==> src/source/agu_cfg.svh <==
`ifndef AGU_CFG_SVH
`define AGU_CFG_SVH

`define AGU_ADDR_W    10  // address and iteration count
`define AGU_PERIOD_W  5   // period, duty and delay
`define AGU_N_CH      4   // 1 to 8
`define AGU_CNT_W     16

// host side
`define AGU_CH_W      3   // channel index, enough for 8 channels
`define AGU_WORD_W    32

// unused top bits of the two views of a host word
`define AGU_TIMING_PAD (`AGU_WORD_W - `AGU_ADDR_W - 3 * `AGU_PERIOD_W)
`define AGU_ADDR_PAD   (`AGU_WORD_W - 3 * `AGU_ADDR_W)

`endif
==> src/source/agu_pkg.sv <==
`include "agu_cfg.svh"

package agu_pkg;

   // timing view of a configuration word
   typedef struct packed {
      logic [`AGU_TIMING_PAD-1:0] pad;
      logic [`AGU_ADDR_W-1:0]     iterations;
      logic [`AGU_PERIOD_W-1:0]   period;
      logic [`AGU_PERIOD_W-1:0]   duty;    // 1 to period
      logic [`AGU_PERIOD_W-1:0]   delay;
   } timing_t;

   // address view of a configuration word
   typedef struct packed {
      logic [`AGU_ADDR_PAD-1:0]      pad;
      logic [`AGU_ADDR_W-1:0]        start;
      logic signed [`AGU_ADDR_W-1:0] shift;  // extra step at a period boundary
      logic signed [`AGU_ADDR_W-1:0] incr;
   } addr_fields_t;

   // one host word, read as timing or as address fields
   typedef union packed {
      timing_t      timing;
      addr_fields_t addr;
   } cfg_word_u;

   typedef struct packed {
      timing_t      timing;
      addr_fields_t addr;
   } agu_cfg_t;

   typedef struct packed {
      logic [`AGU_ADDR_W-1:0] addr;
      logic                   mem_en;
      logic                   done;
   } agu_out_t;

endpackage

==> src/source/agu_top.sv <==
`timescale 1ns/1ns
`include "agu_cfg.svh"

module agu_top (
   input  logic                                  clk,
   input  logic                                  rst,
   input  logic                                  cfg_we,
   input  logic [`AGU_CH_W-1:0]                  cfg_ch,
   input  logic                                  cfg_sel,
   input  agu_pkg::cfg_word_u                    cfg_data,
   input  logic                                  init,
   input  logic                                  run,
   output agu_pkg::agu_out_t [`AGU_N_CH-1:0]     ch_out,
   output logic [`AGU_N_CH-1:0][`AGU_CNT_W-1:0]  acc_cnt,
   output logic                                  all_done,
   output logic                                  done_pulse
);

   agu_pkg::agu_cfg_t [`AGU_N_CH-1:0] cfg;

   agu_cfg_regs u_cfg_regs (
      .clk      (clk),
      .rst      (rst),
      .cfg_we   (cfg_we),
      .cfg_ch   (cfg_ch),
      .cfg_sel  (cfg_sel),
      .cfg_data (cfg_data),
      .cfg      (cfg)
   );

   // one generator per channel, init and run shared
   for (genvar i = 0; i < `AGU_N_CH; i++) begin : g_agu
      agu_core u_core (
         .clk  (clk),
         .rst  (rst),
         .init (init),
         .run  (run),
         .cfg  (cfg[i]),
         .out  (ch_out[i])
      );
   end

   agu_status u_status (
      .clk        (clk),
      .rst        (rst),
      .init       (init),
      .ch         (ch_out),
      .acc_cnt    (acc_cnt),
      .all_done   (all_done),
      .done_pulse (done_pulse)
   );

endmodule

==> src/source/agu_status.sv <==
`timescale 1ns/1ns
`include "agu_cfg.svh"

module agu_status (
   input  logic                                  clk,
   input  logic                                  rst,
   input  logic                                  init,
   input  agu_pkg::agu_out_t [`AGU_N_CH-1:0]     ch,
   output logic [`AGU_N_CH-1:0][`AGU_CNT_W-1:0]  acc_cnt,
   output logic                                  all_done,
   output logic                                  done_pulse
);

   logic [`AGU_N_CH-1:0] done_vec;
   logic                 all_done_q;

   always_comb begin
      for (int i = 0; i < `AGU_N_CH; i++)
         done_vec[i] = ch[i].done;
   end

   assign all_done = &done_vec;

   // enabled cycles per channel, stuck at full scale
   always_ff @(posedge clk) begin
      if (rst || init) begin
         acc_cnt <= '0;
      end else begin
         for (int i = 0; i < `AGU_N_CH; i++) begin
            if (ch[i].mem_en && acc_cnt[i] != '1)
               acc_cnt[i] <= acc_cnt[i] + 1'b1;
         end
      end
   end

   always_ff @(posedge clk) begin
      if (rst) begin
         all_done_q <= 1'b1;   // no pulse coming out of reset
         done_pulse <= 1'b0;
      end else begin
         all_done_q <= all_done;
         done_pulse <= all_done && !all_done_q;
      end
   end

   a_pulse_single: assert property (@(posedge clk) disable iff (rst)
      done_pulse |=> !done_pulse);

endmodule

==> src/source/agu_core.sv <==
`timescale 1ns/1ns
`include "agu_cfg.svh"

module agu_core (
   input  logic              clk,
   input  logic              rst,
   input  logic              init,
   input  logic              run,
   input  agu_pkg::agu_cfg_t cfg,
   output agu_pkg::agu_out_t out
);

   localparam logic IDLE = 1'b0;
   localparam logic RUN  = 1'b1;

   localparam logic signed [`AGU_PERIOD_W:0] PER_ONE = 1;

   logic                          state;
   logic                          state_nxt;
   logic signed [`AGU_PERIOD_W:0] per_cnt;      // negative while the delay runs
   logic signed [`AGU_PERIOD_W:0] per_cnt_nxt;
   logic [`AGU_ADDR_W-1:0]        iter;         // current period, from 1
   logic [`AGU_ADDR_W-1:0]        iter_nxt;
   agu_pkg::agu_out_t             out_q;
   agu_pkg::agu_out_t             out_nxt;

   logic signed [`AGU_PERIOD_W:0] period_ext;
   logic signed [`AGU_PERIOD_W:0] duty_ext;
   logic signed [`AGU_PERIOD_W:0] delay_ext;
   logic                          period_end;
   logic                          duty_hit;
   logic                          last_iter;
   logic                          gap;          // period has idle cycles

   assign period_ext = $signed({1'b0, cfg.timing.period});
   assign duty_ext   = $signed({1'b0, cfg.timing.duty});
   assign delay_ext  = $signed({1'b0, cfg.timing.delay});

   assign period_end = (per_cnt == period_ext);
   assign duty_hit   = (per_cnt == duty_ext);
   assign last_iter  = (iter == cfg.timing.iterations);
   assign gap        = (cfg.timing.period != cfg.timing.duty);

   always_comb begin
      state_nxt   = state;
      per_cnt_nxt = per_cnt;
      iter_nxt    = iter;
      out_nxt     = out_q;

      if (state == IDLE) begin
         if (init) begin
            per_cnt_nxt  = PER_ONE - delay_ext;
            iter_nxt     = `AGU_ADDR_W'd1;
            out_nxt.addr = cfg.addr.start;
         end
         if (run) begin
            state_nxt    = RUN;
            out_nxt.done = 1'b0;
            if (cfg.timing.delay == '0)
               out_nxt.mem_en = 1'b1;   // no delay, first burst starts at once
         end
      end else begin
         // burst start after the delay or at a new period
         if (per_cnt == '0 || (period_end && !last_iter))
            out_nxt.mem_en = 1'b1;
         if (duty_hit && (gap || last_iter))
            out_nxt.mem_en = 1'b0;

         if (period_end) begin
            per_cnt_nxt = PER_ONE;
            iter_nxt    = iter + 1'b1;
         end else begin
            per_cnt_nxt = per_cnt + PER_ONE;
         end

         // address steps, held on the last cycle of a burst
         if (period_end)
            out_nxt.addr = out_q.addr + cfg.addr.incr + cfg.addr.shift;
         else if (out_q.mem_en && !(duty_hit && gap))
            out_nxt.addr = out_q.addr + cfg.addr.incr;

         if (period_end && last_iter) begin
            state_nxt    = IDLE;
            out_nxt.done = 1'b1;
         end
      end
   end

   always_ff @(posedge clk) begin
      if (rst) begin
         state        <= IDLE;
         per_cnt      <= '0;
         iter         <= '0;
         out_q.addr   <= '0;
         out_q.mem_en <= 1'b0;
         out_q.done   <= 1'b1;
      end else begin
         state   <= state_nxt;
         per_cnt <= per_cnt_nxt;
         iter    <= iter_nxt;
         out_q   <= out_nxt;
      end
   end

   assign out = out_q;

   a_idle_quiet: assert property (@(posedge clk) disable iff (rst)
      (state == IDLE) |-> !out_q.mem_en);

   // host must keep the timing word sane while a channel runs
   a_duty_range: assert property (@(posedge clk) disable iff (rst)
      (state == RUN) |-> (cfg.timing.duty != '0 && cfg.timing.duty <= cfg.timing.period));

endmodule

==> src/source/agu_cfg_regs.sv <==
`timescale 1ns/1ns
`include "agu_cfg.svh"

module agu_cfg_regs (
   input  logic                                  clk,
   input  logic                                  rst,
   input  logic                                  cfg_we,
   input  logic [`AGU_CH_W-1:0]                  cfg_ch,
   input  logic                                  cfg_sel,   // 1 selects the address word
   input  agu_pkg::cfg_word_u                    cfg_data,
   output agu_pkg::agu_cfg_t [`AGU_N_CH-1:0]     cfg
);

   localparam logic SEL_TIMING = 1'b0;
   localparam logic SEL_ADDR   = 1'b1;

   agu_pkg::timing_t      wr_timing;
   agu_pkg::addr_fields_t wr_addr;
   logic                  wr_timing_en;
   logic                  wr_addr_en;

   // both views of the same host word, pad bits dropped
   always_comb begin
      wr_timing     = cfg_data.timing;
      wr_timing.pad = '0;
      wr_addr       = cfg_data.addr;
      wr_addr.pad   = '0;
   end

   assign wr_timing_en = cfg_we && (cfg_sel == SEL_TIMING);
   assign wr_addr_en   = cfg_we && (cfg_sel == SEL_ADDR);

   for (genvar i = 0; i < `AGU_N_CH; i++) begin : g_ch
      agu_pkg::timing_t      timing_q;
      agu_pkg::addr_fields_t addr_q;
      logic                  hit;

      assign hit = (cfg_ch == i);

      always_ff @(posedge clk) begin
         if (rst) begin
            timing_q <= '0;
            addr_q   <= '0;
         end else begin
            if (wr_timing_en && hit)
               timing_q <= wr_timing;
            if (wr_addr_en && hit)
               addr_q <= wr_addr;
         end
      end

      always_comb begin
         cfg[i].timing = timing_q;
         cfg[i].addr   = addr_q;
      end
   end

   // a write to a missing channel would be lost silently
   a_ch_range: assert property (@(posedge clk) disable iff (rst)
      cfg_we |-> (cfg_ch < `AGU_N_CH));

endmodule

==> config.mk <==
export PLATFORM = sky130hd
export DESIGN_NAME = agu_top
export DESIGN_NICKNAME = d
export VERILOG_FILES = /design/src/source/agu_pkg.sv /design/src/source/agu_top.sv /design/src/source/agu_status.sv /design/src/source/agu_core.sv /design/src/source/agu_cfg_regs.sv
export VERILOG_INCLUDE_DIRS = /design/src /design/src/source
export SDC_FILE = /design/constraint.sdc
export NUM_CORES = 1
export LEC_CHECK = 0
export BUFFER_PORTS_ARGS = -buffer_cell sky130_fd_sc_hd__buf_2
export CORE_MARGIN = 1.5
export CORE_UTILIZATION = 60
export CTS_CLUSTER_DIAMETER = 50
export DETAILED_ROUTE_END_ITERATION = 12
export PLACE_DENSITY = 0.79
export SLEW_MARGIN = 20
export SYNTH_ARGS = -nofsm -noshare
export SYNTH_HDL_FRONTEND = slang
export SYNTH_HIERARCHICAL = 1
export SYNTH_SLANG_ARGS = --single-unit
==> constraint.sdc <==
create_clock -name clk -period 5.1 [get_ports clk]
set_input_delay 0.255 -clock clk [delete_from_list [all_inputs] [get_ports clk]]
set_output_delay 0.255 -clock clk [all_outputs]
set_load 0.05 [all_outputs]
==> metrics.md <==
| Metric | Value |
|---|---|
| Largest net degree at the start of global routing | 128 |
| CTS H-tree depth | 2 |
| GRT Util Overall | 30.8% |
| Floorplan row count | 70 |
| Leak Pwr | 11.2 nW |
| Status | complete, no violations |
| CTS tree | built |
| Worst Hold Path EP | g_agu[2].u_core/out[0] |
| Initial antenna violation count | 0 |
| RR Startpoint | g_agu[0].u_core/out[2] |
| Vias | approximately 19000 |
| Post-layout util | 68.1% |
| Share of power burned in registers | 42.1% |
| Post-layout worst setup margin | ~1.6 ns |
| Hold_ws | 0.186 ns |
| Hold path cells | 3 |
| Max Clk Rate | around 0.28 GHz |
| Gr ovfl total | 0 |
| Final hold vios | 0 |
| CTS buffer count | 48 |
| Die X-Extent | roughly 200 um |
| Num ports | approximately 160 |
| Die area | just under 40000 um^2 |
| Switching Share | between 20 and 30% |
| Setup_tns | 0 ns |
| P_int | 5.68 mW |
| # DRC | 0 |
| Syn Area/Cell | between 8 and 9 um^2 |
| Reg2Reg Depth | 14 |
| Initial drt markers | approximately 1300 |
| Clock latency on the worst-skew pair | 0.57 ns |
| Clock skew | between 0.009 and 0.01 ns |
| Yosys warnings | 6 |
| Post-CTS setup buffers | 0 |
| RR Endpoint | g_agu[0].u_core/out[10] |
| Clk network pwr share | 43.7% |
| Switch Pwr | between 2 and 2.5 mW |
| Dpl hpwl | 40.1 mm |
| Final Setup Violations | 0 |
| Worst setup path class | reg2reg |
| CTS Sinks | around 400 |
| Syn_nets | 2657 |
| Critical path capture point type | flop |
| Starting Density | a little over 60% |
| RSZ-0062 raised after global routing | false |
| WL final | 60.5 mm |
| Hold_sp | run |
| Die Ht | slightly below 200 um |
| Cell count after synthesis | between 2000 and 3000 |
| Synthesis-to-layout area growth | 10.9% |
| Final period util | between 60% and 70% |
| # Max-Cap Violations | 0 |
| Final #Nets | 2733 |
| Post-cts gate resize count | 0 |
| Vias in the first global route | between 15000 and 20000 |
| Combinational power share | about 14% |
| Clk pin slew, worst setup/hold paths | roughly 0.06 ns |
| CP arrival | about 4.0 ns |
| Pins Over Slew Limit | 0 |
| Detail Route Antenna Nets | 0 |
| RePlAce Congestion | 0.912 |
| Flop2flop setup slack | 1.57 ns |
| Crit-path max FO | 4 |
| Port Buffers | 152 |
| Overall Power | roughly 8 mW |
| Drt first pass iters | 6 |
| Startpoint Class | flop |
| Post-Syn Area | approximately 23000 um^2 |
| Slew headroom | 22.4% |
| Global-route wire length before repair | 95.0 mm |
| Post-layout min period | between 3 and 4 ns |
| Share of layout cells above drive strength 1 | 11.7% |
| Hold Crit Class | in2reg |
| Clk buf depth | 3 |
| Dpl ws | around 1.6 ns |
| CTS root buffer | clkbuf_16 |
| Max VDD drop | 0.379 mV |
| Worst-margin pin slew | ~1.2 ns |
| Drt via density | approximately 6 |
| Wire length per cell | roughly 19 um |
| Core Area | around 37000 um^2 |
| Hold_buf cts | 0 |
| CP Data Required Time | 5.53 ns |
| P per Cell Area | between 300 and 400 nW/um^2 |
==> sequential cells by signal, summed over array words and instances, names as in the netlist <==
register              count
u_status/done_pulse       1
g_agu.u_core/per_cnt     24
u_cfg_regs/cfg          220
g_agu.u_core/out         48
u_status/acc_cnt         64
g_agu.u_core/iter        40
g_agu.u_core/state        4
u_status/all_done_q       1
==> power by group through the flow <==
stage	clock, mW	sequential (mW)	combinational [mW]
finish	3.46	3.33	1.12
global route	3.64	3.34	1.20
CTS	3.51	3.33	1.11
detailed placement	0	3.39	1.10
global placement	0	3.39	1.08
floorplan	0	3.48	0.721
==> placed cells by master, fill, tap and decap left out, types with 7 or more instances in the layout <==
cell type  count
dfxtp_1      402
nand2b_1     260
mux2i_1      255
nor2_1       178
buf_2        151
nand2_1      147
a21oi_1      141
xnor2_1      114
ha_1          92
xor2_1        85
o21ai_0       63
nor3_1        62
nand3_1       54
clkbuf_16     49
inv_1         44
nand4_1       43
a211oi_1      39
or3_1         39
a31oi_1       28
and3_1        21
o21a_1        20
o31ai_1       20
buf_4         19
o211ai_1      18
nor2b_1       16
a21o_1        14
or4_1         14
nor4_1        14
clkbuf_8      13
o21ai_1       13
clkbuf_1      10
and2_1         9
fa_1           8
and4_1         8
o211a_1        7
o41ai_1        7
nor4b_1        7
nor3_2         7
nand4_2        7
==> metal layers <==
layer | vias to the layer above | share of wire, % | track usage (%)
li1 | 9094 | - | -
met1 | 9002 | 42 | 39.2
met2 | 706 | 45 | 49.2
met3 | 179 | 7.9 | 6.03
met4 | 0 | 5.2 | 16.2
met5 | - | 0 | 0
==> stage by stage <==
step	area (um^2)	cells
3_5_place_dp	23500	3046
3_3_place_gp	23500	3046
5_1_grt	25100	3132
6_report	25100	3133
2_1_floorplan	22600	2516
4_1_cts	25100	3132
==> cell type report <==
type,instances,area (um^2)
clock inverters,15,174
diodes,1,2.50
flip-flops and latches,402,8050
fillers,2929,11800
multi-input cells,1924,13700
well taps,504,631
clock buffers,71,1430
repair buffers,171,912
inverters,45,169
==> how the worst max path moves through the flow <==
stage | start | end | slack (ns)
6_report | g_agu[0].u_core/out[2] | g_agu[0].u_core/out[10] | 1.57
5_1_grt | g_agu[2].u_core/out[2] | g_agu[2].u_core/out[9] | 1.28
4_1_cts | g_agu[0].u_core/out[2] | g_agu[0].u_core/out[10] | 1.59
3_5_place_dp | u_cfg_regs/cfg[64] | g_agu[1].u_core/out[11] | 1.63
3_3_place_gp | u_cfg_regs/cfg[0] | g_agu[0].u_core/out[10] | 1.67
2_1_floorplan | g_agu[1].u_core/out[2] | g_agu[1].u_core/out[11] | 1.70
==> critical path, stage by stage (launching register included) <==
cell	delay (ns)
dfxtp_1	0.33
ha_1	0.21
fa_1	0.42
a211oi_1	0.26
nor2_1	0.11
o31ai_1	0.32
a21boi_0	0.31
ha_1	0.33
o21a_1	0.13
o21a_1	0.16
o22ai_1	0.18
xor2_1	0.17
mux2i_1	0.10
a221oi_1	0.26
nor3_1	0.08
No activity file was read; power rests on OpenSTA's default activity.
